$ cat src/common/fetchPkg.sv
/*
 * Shared definitions for the two-wide fetch front end.
 * Lane count, PC and instruction widths, line geometry and the FSM encodings.
 * Import it with a wildcard in the module header.
 */
package fetchPkg;

    // Fetch group geometry
    localparam int FETCH_WIDTH = 2;
    localparam int PC_WIDTH    = 32;
    localparam int INSN_WIDTH  = 32;
    localparam int INSN_BYTES  = 4;

    // One fetch group is exactly one aligned cache line
    localparam int LINE_BYTES  = FETCH_WIDTH * INSN_BYTES;

    // Byte offset bits of a word and of a line
    localparam int INSN_OFFSET_BITS = $clog2(INSN_BYTES);
    localparam int LINE_OFFSET_BITS = $clog2(LINE_BYTES);

    // Two-bit saturating branch counter
    typedef enum logic [1:0] {
        strongNotTaken,
        weakNotTaken,
        weakTaken,
        strongTaken
    } CounterState;

    // Instruction cache refill FSM
    typedef enum logic {
        fillIdle,
        fillWait
    } FillState;

endpackage
$ cat src/hw/fetchFrontEnd.sv
`timescale 1ns/1ps
/*
 * Two-wide fetch front end top level.
 * Connects next PC, fetch stage, instruction cache and branch predictor.
 * Execute drives redirect and predictor updates, decode applies the stall.
 */
module fetchFrontEnd
    import fetchPkg::*;
#(
    parameter int CACHE_LINES = 16,
    parameter int BTB_ENTRIES = 8
) (
    input  logic                                   clk,
    input  logic                                   arstN,
    input  logic                                   decodeStall,
    input  logic                                   redirectValid,
    input  logic [PC_WIDTH-1:0]                    redirectPc,
    input  logic                                   updValid,
    input  logic [PC_WIDTH-1:0]                    updPc,
    input  logic                                   updTaken,
    input  logic [PC_WIDTH-1:0]                    updTarget,
    input  logic                                   memValid,
    input  logic [FETCH_WIDTH-1:0][INSN_WIDTH-1:0] memData,
    output logic                                   memReq,
    output logic [PC_WIDTH-1:0]                    memAddr,
    output logic [FETCH_WIDTH-1:0]                 outValid,
    output logic [FETCH_WIDTH-1:0][PC_WIDTH-1:0]   outPc,
    output logic [FETCH_WIDTH-1:0][INSN_WIDTH-1:0] outInsn,
    output logic [FETCH_WIDTH-1:0]                 outPredTaken,
    output logic [FETCH_WIDTH-1:0][PC_WIDTH-1:0]   outPredTarget
);

    // Next PC to fetch stage
    logic [PC_WIDTH-1:0]    fetchPc;
    logic [FETCH_WIDTH-1:0] fetchLaneValid;

    // Fetch stage back to next PC and predictor
    logic                                 fetchStall;
    logic [FETCH_WIDTH-1:0][PC_WIDTH-1:0] pipePc;
    logic [FETCH_WIDTH-1:0]               pipeValid;

    // Predictor results for the fetch-stage lanes
    logic [FETCH_WIDTH-1:0]               predTaken;
    logic [FETCH_WIDTH-1:0][PC_WIDTH-1:0] predTarget;

    // Cache lookup
    logic                                   icRe;
    logic [PC_WIDTH-1:0]                    icAddr;
    logic                                   icHit;
    logic [FETCH_WIDTH-1:0][INSN_WIDTH-1:0] icData;

    nextPcStage uNextPc (
        .clk, .arstN, .fetchStall, .redirectValid, .redirectPc,
        .pipePc, .pipeValid, .predTaken, .predTarget,
        .fetchPc, .fetchLaneValid
    );

    fetchStage uFetch (
        .clk, .arstN, .fetchPc, .fetchLaneValid, .decodeStall, .redirectValid,
        .icHit, .icData, .predTaken, .predTarget,
        .icRe, .icAddr, .pipePc, .pipeValid, .fetchStall,
        .outValid, .outPc, .outInsn, .outPredTaken, .outPredTarget
    );

    instCache #(.CACHE_LINES(CACHE_LINES)) uCache (
        .clk, .arstN, .icRe, .icAddr, .memValid, .memData,
        .icHit, .icData, .memReq, .memAddr
    );

    // Predictor looks at the group held in the fetch stage
    branchPredictor #(.BTB_ENTRIES(BTB_ENTRIES)) uPredictor (
        .clk, .arstN, .lookupPc(pipePc),
        .updValid, .updPc, .updTaken, .updTarget,
        .predTaken, .predTarget
    );

endmodule

$ cat src/fetch/branchPredictor.sv
`timescale 1ns/1ps
/*
 * Branch target buffer with a two-bit counter per entry.
 * Every lane looks up its PC combinationally. Execute trains the table
 * through a single update port.
 */
module branchPredictor
    import fetchPkg::*;
#(
    parameter int BTB_ENTRIES = 8
) (
    input  logic                                 clk,
    input  logic                                 arstN,
    input  logic [FETCH_WIDTH-1:0][PC_WIDTH-1:0] lookupPc,
    input  logic                                 updValid,
    input  logic [PC_WIDTH-1:0]                  updPc,
    input  logic                                 updTaken,
    input  logic [PC_WIDTH-1:0]                  updTarget,
    output logic [FETCH_WIDTH-1:0]               predTaken,
    output logic [FETCH_WIDTH-1:0][PC_WIDTH-1:0] predTarget
);

    localparam int INDEX_BITS = $clog2(BTB_ENTRIES);
    localparam int TAG_BITS   = PC_WIDTH - INDEX_BITS - INSN_OFFSET_BITS;

    // Table storage, indexed by word address
    logic [BTB_ENTRIES-1:0] btbValid;
    logic [TAG_BITS-1:0]    btbTag     [BTB_ENTRIES];
    logic [PC_WIDTH-1:0]    btbTarget  [BTB_ENTRIES];
    CounterState            btbCounter [BTB_ENTRIES];

    logic [FETCH_WIDTH-1:0][INDEX_BITS-1:0] lookupIndex;
    logic [INDEX_BITS-1:0]                  updIndex;
    logic [TAG_BITS-1:0]                    updTag;
    logic                                   updHit;
    CounterState                            curCounter;
    CounterState                            nextCounter;

    // Taken needs a tag hit and a counter in the upper half
    always_comb begin
        for (int i = 0; i < FETCH_WIDTH; i++) begin
            lookupIndex[i] = lookupPc[i][INSN_OFFSET_BITS +: INDEX_BITS];
            predTaken[i]   = btbValid[lookupIndex[i]]
                && (btbTag[lookupIndex[i]] == lookupPc[i][PC_WIDTH-1 -: TAG_BITS])
                && (btbCounter[lookupIndex[i]] inside {weakTaken, strongTaken});
            predTarget[i]  = btbTarget[lookupIndex[i]];
        end
    end

    assign updIndex = updPc[INSN_OFFSET_BITS +: INDEX_BITS];
    assign updTag   = updPc[PC_WIDTH-1 -: TAG_BITS];
    assign updHit   = btbValid[updIndex] && (btbTag[updIndex] == updTag);

    // Saturating step toward the resolved direction
    always_comb begin
        curCounter  = btbCounter[updIndex];
        nextCounter = curCounter;
        if (updTaken && curCounter != strongTaken) begin
            nextCounter = CounterState'(curCounter + 2'd1);
        end else if (!updTaken && curCounter != strongNotTaken) begin
            nextCounter = CounterState'(curCounter - 2'd1);
        end
    end

    always_ff @(posedge clk or negedge arstN) begin
        if (!arstN) begin
            btbValid <= '0;
        end else if (updValid && !updHit && updTaken) begin
            btbValid[updIndex] <= 1'b1;
        end
    end

    always_ff @(posedge clk) begin
        if (updValid) begin
            if (updHit) begin
                btbCounter[updIndex] <= nextCounter;
                if (updTaken) begin
                    btbTarget[updIndex] <= updTarget;
                end
            end else if (updTaken) begin
                // New entries start weakly taken
                btbTag[updIndex]     <= updTag;
                btbTarget[updIndex]  <= updTarget;
                btbCounter[updIndex] <= weakTaken;
            end
        end
    end

endmodule

$ cat src/fetch/instCache.sv
`timescale 1ns/1ps
/*
 * Direct-mapped instruction cache, one fetch group per line.
 * Hit check and read are combinational. A miss starts one refill from the
 * memory port and the line is written when the response arrives.
 */
module instCache
    import fetchPkg::*;
#(
    parameter int CACHE_LINES = 16
) (
    input  logic                                   clk,
    input  logic                                   arstN,
    input  logic                                   icRe,
    input  logic [PC_WIDTH-1:0]                    icAddr,
    input  logic                                   memValid,
    input  logic [FETCH_WIDTH-1:0][INSN_WIDTH-1:0] memData,
    output logic                                   icHit,
    output logic [FETCH_WIDTH-1:0][INSN_WIDTH-1:0] icData,
    output logic                                   memReq,
    output logic [PC_WIDTH-1:0]                    memAddr
);

    localparam int INDEX_BITS = $clog2(CACHE_LINES);
    localparam int TAG_BITS   = PC_WIDTH - INDEX_BITS - LINE_OFFSET_BITS;

    // Line storage
    logic [TAG_BITS-1:0]                    tagArr  [CACHE_LINES];
    logic [FETCH_WIDTH-1:0][INSN_WIDTH-1:0] dataArr [CACHE_LINES];
    logic [CACHE_LINES-1:0]                 validArr;

    FillState              fillState;
    logic [PC_WIDTH-1:0]   fillAddr;
    logic [INDEX_BITS-1:0] rdIndex;
    logic [INDEX_BITS-1:0] fillIndex;
    logic [TAG_BITS-1:0]   rdTag;
    logic [TAG_BITS-1:0]   fillTag;
    logic                  miss;

    assign rdIndex   = icAddr[LINE_OFFSET_BITS +: INDEX_BITS];
    assign rdTag     = icAddr[PC_WIDTH-1 -: TAG_BITS];
    assign fillIndex = fillAddr[LINE_OFFSET_BITS +: INDEX_BITS];
    assign fillTag   = fillAddr[PC_WIDTH-1 -: TAG_BITS];

    assign icHit   = icRe && validArr[rdIndex] && (tagArr[rdIndex] == rdTag);
    assign icData  = dataArr[rdIndex];
    assign miss    = icRe && !icHit;
    assign memAddr = fillAddr;

    // Refill FSM, further misses wait until the line is back
    always_ff @(posedge clk or negedge arstN) begin
        if (!arstN) begin
            fillState <= fillIdle;
            memReq    <= 1'b0;
            validArr  <= '0;
        end else begin
            memReq <= 1'b0;
            case (fillState)
                fillIdle: begin
                    if (miss) begin
                        fillState <= fillWait;
                        memReq    <= 1'b1;
                    end
                end
                fillWait: begin
                    if (memValid) begin
                        fillState           <= fillIdle;
                        validArr[fillIndex] <= 1'b1;
                    end
                end
                default: fillState <= fillIdle;
            endcase
        end
    end

    // Refill address is latched since the fetch PC may be redirected
    always_ff @(posedge clk) begin
        if (fillState == fillIdle && miss) begin
            fillAddr <= icAddr & ~PC_WIDTH'(LINE_BYTES - 1);
        end
        if (fillState == fillWait && memValid) begin
            tagArr[fillIndex]  <= fillTag;
            dataArr[fillIndex] <= memData;
        end
    end

    // Memory only answers an outstanding request
    assert property (@(posedge clk) disable iff (!arstN) memValid |-> fillState == fillWait)
        else $error("memory response without a pending refill");

endmodule

$ cat src/fetch/fetchStage.sv
`timescale 1ns/1ps
/*
 * Fetch stage. Holds one fetch group, reads the instruction cache and
 * attaches the branch prediction to each lane. Stalls on a cache miss or
 * decoder back-pressure, and drops lanes after a predicted-taken branch.
 */
module fetchStage
    import fetchPkg::*;
(
    input  logic                                   clk,
    input  logic                                   arstN,
    input  logic [PC_WIDTH-1:0]                    fetchPc,
    input  logic [FETCH_WIDTH-1:0]                 fetchLaneValid,
    input  logic                                   decodeStall,
    input  logic                                   redirectValid,
    input  logic                                   icHit,
    input  logic [FETCH_WIDTH-1:0][INSN_WIDTH-1:0] icData,
    input  logic [FETCH_WIDTH-1:0]                 predTaken,
    input  logic [FETCH_WIDTH-1:0][PC_WIDTH-1:0]   predTarget,
    output logic                                   icRe,
    output logic [PC_WIDTH-1:0]                    icAddr,
    output logic [FETCH_WIDTH-1:0][PC_WIDTH-1:0]   pipePc,
    output logic [FETCH_WIDTH-1:0]                 pipeValid,
    output logic                                   fetchStall,
    output logic [FETCH_WIDTH-1:0]                 outValid,
    output logic [FETCH_WIDTH-1:0][PC_WIDTH-1:0]   outPc,
    output logic [FETCH_WIDTH-1:0][INSN_WIDTH-1:0] outInsn,
    output logic [FETCH_WIDTH-1:0]                 outPredTaken,
    output logic [FETCH_WIDTH-1:0][PC_WIDTH-1:0]   outPredTarget
);

    // Group register: line base and per-lane valid
    logic [PC_WIDTH-1:0]    pcReg;
    logic [FETCH_WIDTH-1:0] validReg;

    logic stall;
    logic regStall;
    logic beginStall;
    logic groupValid;
    logic seenTaken;

    // Prediction captured when a stall begins
    logic [FETCH_WIDTH-1:0]               heldTaken;
    logic [FETCH_WIDTH-1:0][PC_WIDTH-1:0] heldTarget;
    logic [FETCH_WIDTH-1:0]               effTaken;
    logic [FETCH_WIDTH-1:0][PC_WIDTH-1:0] effTarget;
    logic [FETCH_WIDTH-1:0]               isFlushed;

    assign groupValid = |validReg;

    // A miss only counts when there is something to fetch
    assign stall      = decodeStall || (groupValid && !icHit);
    assign beginStall = stall && !regStall;
    assign fetchStall = stall;

    // Whole line is read at once from the line base
    assign icRe   = groupValid;
    assign icAddr = pcReg;

    always_comb begin
        for (int i = 0; i < FETCH_WIDTH; i++) begin
            pipePc[i] = pcReg + PC_WIDTH'(i * INSN_BYTES);
        end
        pipeValid = validReg;
    end

    always_comb begin
        // Lookup inputs may move under a stall, so use the captured copy
        effTaken  = regStall ? heldTaken : predTaken;
        effTarget = regStall ? heldTarget : predTarget;

        isFlushed = '0;
        seenTaken = 1'b0;
        for (int i = 0; i < FETCH_WIDTH; i++) begin
            isFlushed[i] = seenTaken && validReg[i];
            if (validReg[i] && effTaken[i]) begin
                seenTaken = 1'b1;
            end
        end
    end

    always_ff @(posedge clk or negedge arstN) begin
        if (!arstN) begin
            validReg  <= '0;
            regStall  <= 1'b0;
            heldTaken <= '0;
        end else begin
            regStall <= stall;
            if (beginStall) begin
                heldTaken <= predTaken;
            end
            if (redirectValid) begin
                validReg <= '0;
            end else if (!stall) begin
                validReg <= fetchLaneValid;
            end else begin
                // Lanes behind a taken branch go away while held
                validReg <= validReg & ~isFlushed;
            end
        end
    end

    always_ff @(posedge clk) begin
        if (!stall) begin
            pcReg <= fetchPc;
        end
        if (beginStall) begin
            heldTarget <= predTarget;
        end
    end

    // Lanes leave only on the cycle the group moves on
    always_comb begin
        for (int i = 0; i < FETCH_WIDTH; i++) begin
            outValid[i] = validReg[i] && !stall && !redirectValid && !isFlushed[i];
        end
        outPc         = pipePc;
        outInsn       = icData;
        outPredTaken  = effTaken;
        outPredTarget = effTarget;
    end

    // Valid output needs the cache line present
    assert property (@(posedge clk) disable iff (!arstN) (|outValid) |-> icHit)
        else $error("fetch output valid without a cache hit");

endmodule

$ cat src/hw/nextPcStage.sv
`timescale 1ns/1ps
/*
 * Next-PC stage. Picks the line that the fetch stage loads next.
 * A reset or redirect restart point is held until the fetch stage takes it,
 * otherwise the next line follows the fetch-stage group and its prediction.
 */
module nextPcStage
    import fetchPkg::*;
(
    input  logic                                clk,
    input  logic                                arstN,
    input  logic                                fetchStall,
    input  logic                                redirectValid,
    input  logic [PC_WIDTH-1:0]                 redirectPc,
    input  logic [FETCH_WIDTH-1:0][PC_WIDTH-1:0] pipePc,
    input  logic [FETCH_WIDTH-1:0]              pipeValid,
    input  logic [FETCH_WIDTH-1:0]              predTaken,
    input  logic [FETCH_WIDTH-1:0][PC_WIDTH-1:0] predTarget,
    output logic [PC_WIDTH-1:0]                 fetchPc,
    output logic [FETCH_WIDTH-1:0]              fetchLaneValid
);

    // Pending restart point after reset or redirect
    logic                   restartValid;
    logic [PC_WIDTH-1:0]    restartPc;
    logic [FETCH_WIDTH-1:0] restartLanes;

    // First valid predicted-taken lane of the fetch-stage group
    logic                takenHit;
    logic [PC_WIDTH-1:0] takenPc;

    function automatic logic [PC_WIDTH-1:0] lineBase(input logic [PC_WIDTH-1:0] pc);
        return pc & ~PC_WIDTH'(LINE_BYTES - 1);
    endfunction

    // Lanes below the word offset inside the line are masked
    function automatic logic [FETCH_WIDTH-1:0] laneMask(input logic [PC_WIDTH-1:0] pc);
        logic [FETCH_WIDTH-1:0] mask;
        for (int i = 0; i < FETCH_WIDTH; i++) begin
            mask[i] = i >= int'(pc[LINE_OFFSET_BITS-1:INSN_OFFSET_BITS]);
        end
        return mask;
    endfunction

    always_comb begin
        takenHit = 1'b0;
        takenPc  = '0;
        // Walk downward so the lowest taken lane wins
        for (int i = FETCH_WIDTH - 1; i >= 0; i--) begin
            if (pipeValid[i] && predTaken[i]) begin
                takenHit = 1'b1;
                takenPc  = predTarget[i];
            end
        end

        if (restartValid) begin
            fetchPc        = restartPc;
            fetchLaneValid = restartLanes;
        end else if (takenHit) begin
            fetchPc        = lineBase(takenPc);
            fetchLaneValid = laneMask(takenPc);
        end else begin
            // Lane 0 PC is always the line base
            fetchPc        = pipePc[0] + PC_WIDTH'(LINE_BYTES);
            fetchLaneValid = '1;
        end
    end

    always_ff @(posedge clk or negedge arstN) begin
        if (!arstN) begin
            restartValid <= 1'b1;
            restartPc    <= '0;
            restartLanes <= '1;
        end else if (redirectValid) begin
            restartValid <= 1'b1;
            restartPc    <= lineBase(redirectPc);
            restartLanes <= laneMask(redirectPc);
        end else if (!fetchStall) begin
            // Fetch stage took the restart line
            restartValid <= 1'b0;
        end
    end

    // The fetch stage never sits empty without a pending restart
    assert property (@(posedge clk) disable iff (!arstN) fetchLaneValid != '0)
        else $error("next PC offers an empty lane mask");

endmodule

$ cat config.mk
export PLATFORM = sky130hd
export DESIGN_NAME = fetchFrontEnd
export DESIGN_NICKNAME = d
export VERILOG_FILES = /design/src/common/fetchPkg.sv /design/src/hw/fetchFrontEnd.sv /design/src/fetch/branchPredictor.sv /design/src/fetch/instCache.sv /design/src/fetch/fetchStage.sv /design/src/hw/nextPcStage.sv
export SDC_FILE = /design/constraint.sdc
export NUM_CORES = 2
export LEC_CHECK = 0
export BUFFER_PORTS_ARGS = -buffer_cell sky130_fd_sc_hd__buf_2
export CAP_MARGIN = 5
export CORE_AREA = 2 2 383 575
export CTS_CLUSTER_SIZE = 28
export DETAILED_ROUTE_END_ITERATION = 6
export DIE_AREA = 0 0 385 577
export PLACE_DENSITY_LB_ADDON = 0.25
export SYNTH_ARGS = -nofsm -noshare
export SYNTH_HDL_FRONTEND = slang
export SYNTH_SLANG_ARGS = --single-unit
$ cat constraint.sdc
create_clock -name clk -period 21.1 [get_ports clk]
set_clock_uncertainty 0.05 [all_clocks]
set_input_delay 2.11 -clock clk [delete_from_list [all_inputs] [get_ports clk]]
set_output_delay 2.11 -clock clk [all_outputs]
set_load 0.01 [all_outputs]
=== Yosys cells after proc, flatten, opt, wreduce, memory -nomap -nowiden ===
Memories as Yosys holds them, arrays and structs flattened. A register that Yosys moved wholly into a read port is not among the register bits.
Cells that the tools add are included.

* Memories: 5
* Register bits: 187
* Output and inout bits: 229
* RAM bits: 1912
* Input bits: 167
* ROM bits: 0
* Bits in latches: 0
* Word-level logic and storage cells: 139

* Div/mod/pow operators: 0
* Muxes and demuxes: 49
* Reductions and logical operators: 40
* Order comparisons: 9
* Shift operators: 0
* Bitwise operators: 7
* Equal/unequal tests: 10
* Multipliers: 0
* $add $sub $neg: 4

{| class="wikitable"
|+ Memory list
! memory !! words !! bits a word !! rd ports !! clocked after memory_dff !! write ports !! RTL line !! text
|-
| uCache.dataArr || 16 || 64 || 1 || 1 || 1 || instCache.sv:29 || <nowiki>logic [FETCH_WIDTH-1:0][INSN_WIDTH-1:0] dataArr [CACHE_LINES];</nowiki>
|-
| uCache.tagArr || 16 || 25 || 1 || 1 || 1 || instCache.sv:28 || <nowiki>logic [TAG_BITS-1:0] tagArr [CACHE_LINES];</nowiki>
|-
| uPredictor.btbTarget || 8 || 32 || 2 || 0 || 1 || branchPredictor.sv:29 || <nowiki>logic [PC_WIDTH-1:0] btbTarget [BTB_ENTRIES];</nowiki>
|-
| uPredictor.btbTag || 8 || 27 || 3 || 0 || 1 || branchPredictor.sv:28 || <nowiki>logic [TAG_BITS-1:0] btbTag [BTB_ENTRIES];</nowiki>
|-
| uPredictor.btbCounter || 8 || 2 || 3 || 0 || 1 || branchPredictor.sv:30 || <nowiki>CounterState btbCounter [BTB_ENTRIES];</nowiki>
|}

{| class="wikitable"
|+ Operators by type and width
! cell !! count
|-
| 32-bit two-way mux || 5
|-
| 27-bit == test || 3
|-
| 64-bit two-way mux || 1
|-
| 32-bit by 3-bit adder with 32-bit output, second input constant || 1
|-
| 32-bit by 4-bit adder with 32-bit output, second input constant || 1
|-
| 1-bit two-way mux || 27
|-
| 1-bit logical AND || 26
|-
| 25-bit == test || 1
|-
| 16-bit OR || 1
|-
| 2-bit two-way mux || 7
|-
| 3-bit by 4-bit < comparator with 1-bit output, second input constant || 3
|-
| 4-bit by 5-bit < comparator with 1-bit output, second input constant || 2
|-
| 1-bit binary-select mux with 3-bit select || 3
|-
| 2-bit == test, second input constant || 4
|-
| 4-bit two-way mux || 2
|-
| 8-bit OR || 1
|-
| 1-bit zero test || 7
|-
| 2-bit nonzero test || 3
|-
| 1-bit binary-select mux with 4-bit select || 1
|-
| 1-bit demux with 4-bit select || 1
|-
| 4-bit by 1-bit >= comparator with 1-bit output, second input constant || 1
|-
| 2-bit != test, second input constant || 2
|-
| 2-bit OR reduction || 2
|-
| 1-bit demux with 3-bit select || 1
|-
| 11 further kinds || 13
|}

=== Depth between registers and ports, before layout ===
* Word-level depth: 13
* Gate-level depth with buffers: 15
* Depth with buffers taken out: 9

=== Cells and area by module ===
A second synthesis with hierarchy kept.

* Cells, all modules: 4340
* Area total of the unflattened synthesis: 89626.0 sq um

{| class="wikitable"
|+ Modules (own cells, without submodules)
! module !! area an instance (sq um) !! instances !! cells each !! seq. area each (sq um)
|-
| instCache || 56173.9 || 1 || 2305 || 44082.3
|-
| branchPredictor || 25233.0 || 1 || 1303 || 14854.2
|-
| fetchStage || 5705.5 || 1 || 432 || 3007.9
|-
| nextPcStage || 2513.7 || 1 || 300 || 778.2
|}

=== Worst setup path after synthesis ===
OpenSTA, ideal clock, no wires.

* Path type: in2reg
* From: input port memValid
* To: register uCache.validArr[0]
* Stages: 4
* Required time: 20.947 ns
* Setup time: 0.103 ns
* Path buffers: 0
* Data arrival time: 9.231 ns
* Slack: 11.716 ns
* Path through: nand2_1 -> or3_1 -> nor3_1 -> or2_2

* Cells in the longest elaborated chain, start to end: 1

{| class="wikitable"
|+ RTL lines
! what !! RTL line !! text
|-
| start, declared || fetchFrontEnd.sv:22 || <nowiki>input logic memValid,</nowiki>
|-
| 2-bit AND reduction (no line) || -- ||
|-
| end signal, assigned || instCache.sv:55 || <nowiki>validArr <= '0;</nowiki>
|-
| end signal, assigned by index || instCache.sv:68 || <nowiki>validArr[fillIndex] <= 1'b1;</nowiki>
|-
| end, declared || instCache.sv:30 || <nowiki>logic [CACHE_LINES-1:0] validArr;</nowiki>
|}

Every way passes these cells.
A chain may end at the register's enable or synchronous reset.

==> impl_metrics.csv <==
group,metric,value,unit
clocking,clock_latency,0.86,ns
place,dpl.hpwl,135000,microns
power,p_leak,31.5,nW
sta,slew_headroom,0.176,
run_status,status,"complete, no violations",
sta,finalCritPeriodShare,0.391,
place,place_congestion,0.867,
critical_path,worstSetupStartpointType,"register",
synth,yosysUniqueCellTypes,82,
critical_path,worstPathRequired,18.94,ns
die,dieArea,0.222,sq mm
place,numPortBuffers,382,
clocking,cts.sinks,2100,
synth,yosys.area_share.adder,0.000445,
drt,wl_per_cell,30.7,microns
die,start_util,0.388,
sta,finalSetupTns,0,ns
final_layout,regArea,0.0627,sq mm
clocking,clockRootBuffer,"clkbuf_16",
sta,drv_slew,0,
sta,worst_pin_slew,1.24,ns
drt,vias,43009,
critical_path,path_buf_inv,5,
synth,yosysTopAreaCell,"edfxtp_1",
run,cap_violations,0,
synth,synth-compound-area-share,0.0252,
critical_path,worst-r2r-cell-count,11,
clocking,cts_tree,"done",
hold_path,hp-start,"uCache.validArr[5]$_DFFE_PN0P_",
drt,drt-pass1-iter-count,7,
critical_path,regToRegSetupSlack,15.19,ns
hold_path,hp-class,"register to register",
power,total_power,9.89,mW
synth,yosys-top-cells-area,"edfxtp_1 72%, mux4_2 13%, mux2i_1 2.0%",
synth,synth-xor-area-share,0.0139,
sta,max_clock_freq,121,MHz
clocking,htreeDepth,4,
clocking,cts_buffers,202,
die,fp-row-count,210,
final_layout,final_nets,4793,
drt,drc_errors,0,
power,cellPowerDensity,103,mW/mm^2
synth,synthSimpleGateAreaFrac,0.0336,
synth,synth.avg_cell_area,20.2,sq um
global_routing,grt_max_degree,130,
synth,synth_edf_count,2034,
synth,synth_top_family_by_area,"multiplexers",
final_layout,area_delta_synth_final,14.1,%
clocking,cts_resized,0,
synth,ys_seq_elements,2100,
synth,synth_cells,4186,
sta,min_period,8.25,ns
synth,yosysWarnings,0,
final_layout,multi_input_area,0.0204,sq mm
place,dp.cells,7281,
die,io_pins,396,
die,die_w,385,microns
critical_path,cp_slowest_stage_delay,0.82,ns
critical_path,worst_ep_arrival_time,6.09,ns
synth,synthFlopType,"edfxtp_1",
critical_path,critPathTopFamily,"buffers and inverters",
drt,totalWireLength,235000,microns
hold_path,hold_depth,1,
critical_path,cp_max_fo,98,
final_layout,drive_gt1_frac,0.301,
clocking,cts_buffer_depth,4,
final_layout,fin_cells,7656,
critical_path,cp_slowest_cell,"buf_4",
sta,finalHoldViolCount,0,
critical_path,reg2reg_from,"uFetch.icAddr[3]$_DFFE_PN_",
global_routing,grt.overflow.total,0,
synth,synthMuxAreaShare,0.166,
sta,grt_setup_unrepaired,"no",
synth,ys_async_sr_fraction,0.0295,
drt,vias_per_cell,5.62,
global_routing,grt_pass1_vias,45615,
critical_path,cp_common_cell,"buf_4",
sta,worst_hold_slack,0.412,ns
synth,synth_top_area_share,0.724,
synth,netlist_area,0.0844,sq mm
clocking,postCtsSetupRepairBufs,0,
die,core-area,0.217,sq mm
critical_path,worst_setup_path_end_kind,"primary output",
drt,drt_iter0_markers,3430,
critical_path,crit_type,"register to primary output",
clocking,path_clk_slew,0.06,ns
drt,final_antenna_net_count,0,
synth,yosysSeqAreaShare,0.743,
global_routing,grt_pass1_wl,333000,microns
global_routing,track_usage,0.209,
hold_path,whs_endpoint,"uCache.validArr[5]$_DFFE_PN0P_",
sta,setup_violations,0,
power,peakVddDrop,0.0759,mV
critical_path,worstPathCellList,"buf_4, buf_12, buf_4, buf_4, mux4_2, mux4_2, buf_2",
final_layout,n_fill_cell,18607,
die,fp.dieH,577,microns
global_routing,antenna_found_initial,29,
clocking,hold_buffers,0,
## state kept, by name, indices dropped and copies added, names as in the netlist, 2 cells and up, named ones only
| register | flops |
|---|---|
| uFetch.pipeValid | 2 |
| uCache.dataArr | 1024 |
| uCache.tagArr | 400 |
| uPredictor.btbValid | 8 |
| uNextPc.restartPc | 29 |
| uFetch.heldTaken | 2 |
| uFetch.heldTarget | 64 |
| uCache.validArr | 16 |
| uPredictor.btbTarget | 256 |
| uPredictor.btbTag | 216 |
| uPredictor.btbCounter | 16 |
| uCache.memAddr | 29 |
| uFetch.icAddr | 29 |
## per-layer routing
| metal | GRT usage | part of all wire |
|---|---|---|
| met5 | 0 | 0.00065 |
| met1 | 0.253 | 0.38 |
| met4 | 0.0769 | 0.039 |
| met2 | 0.368 | 0.52 |
| met3 | 0.0429 | 0.062 |
## where the power goes
part | switching [mW] | total, mW | leakage [nW] | internal, mW
logic | 0.821 | 1.43 | 9.19 | 0.604
registers | 0.112 | 4.86 | 19.1 | 4.75
clock network | 1.56 | 3.60 | 3.19 | 2.05
## cell families (layout without fill, tap and decap cells)
logic type                 count (synthesis)  in the layout
AOI/OAI and AO/OA                        291            291
xor gates and xnor gates                 134            134
adders and majority gates                  3              3
buffers and inverters                    297            885
DFF                                     2100           2100
muxes                                    761            761
other                                      2             22
and+or+nand+nor                          598            598
## area by class of cell
type / count / area share
antenna: 13 / 0.000338
clock buffer: 248 / 0.0550
clock inverter: 114 / 0.0127
inverter: 24 / 0.000988
multi-input combinational: 1796 / 0.211
sequential: 2100 / 0.652
tap: 2862 / 0.0372
timing repair buffer: 499 / 0.0306
## layout by cell type, fill, tap and decap left out, types with 30 or more instances in the layout
cell and count:
mux2_2 85, dfrtp_1 59, clkinv_1 35, clkinv_2 41
clkbuf_16 202, buf_4 107, a22oi_1 30, a221oi_1 35
nand2_1 302, mux4_2 491, clkbuf_1 39, nor2_1 57
xnor2_1 91, buf_2 380, xor2_1 43, mux2i_1 172
edfxtp_1 2034
## Yosys cell counts (16+ instances only)
cell         n
a21oi_1     28
a221oi_1    35
a22o_1      19
a22oi_1     30
a31oi_1     19
and2_1      17
and3_1      16
buf_1       32
buf_2       68
buf_4       47
clkbuf_1   111
dfrtp_1     60
edfxtp_1  2034
inv_1       20
mux2_2      85
mux2i_1    172
mux4_2     491
nand2_1    302
nand3_1     26
nand4_1     23
nor2_1      71
nor2b_1     23
nor3_1      32
o211ai_1    21
o21ai_0     28
o22ai_1     22
or2_2       17
xnor2_1     91
xor2_1      43
## worst max-delay path by stage
stage             start                             end  slack [ns]  cells past startpoint
3_3_place_gp   register                     outInsn[50]       13.51                      7
6_report       register                     outInsn[47]       12.85                      7
3_5_place_dp   register                     outInsn[50]       13.55                      7
2_1_floorplan  memValid  uCache.validArr[0]$_DFFE_PN0P_       11.72                      4
4_1_cts        register                     outInsn[50]       12.62                      7
5_1_grt        register                     outInsn[43]       12.32                      7
## stage by stage
step | area, sq um | worst slack (ns) | utilization
6_report | 96300 | 12.85 | 0.443
3_5_place_dp | 89700 | 13.55 | 0.413
2_1_floorplan | 84400 | 11.72 | -
4_1_cts | 96200 | 12.62 | 0.443
5_1_grt | 96200 | 12.32 | 0.443
3_3_place_gp | 89700 | 13.51 | 0.413
Power figures use the tool's default switching activity.
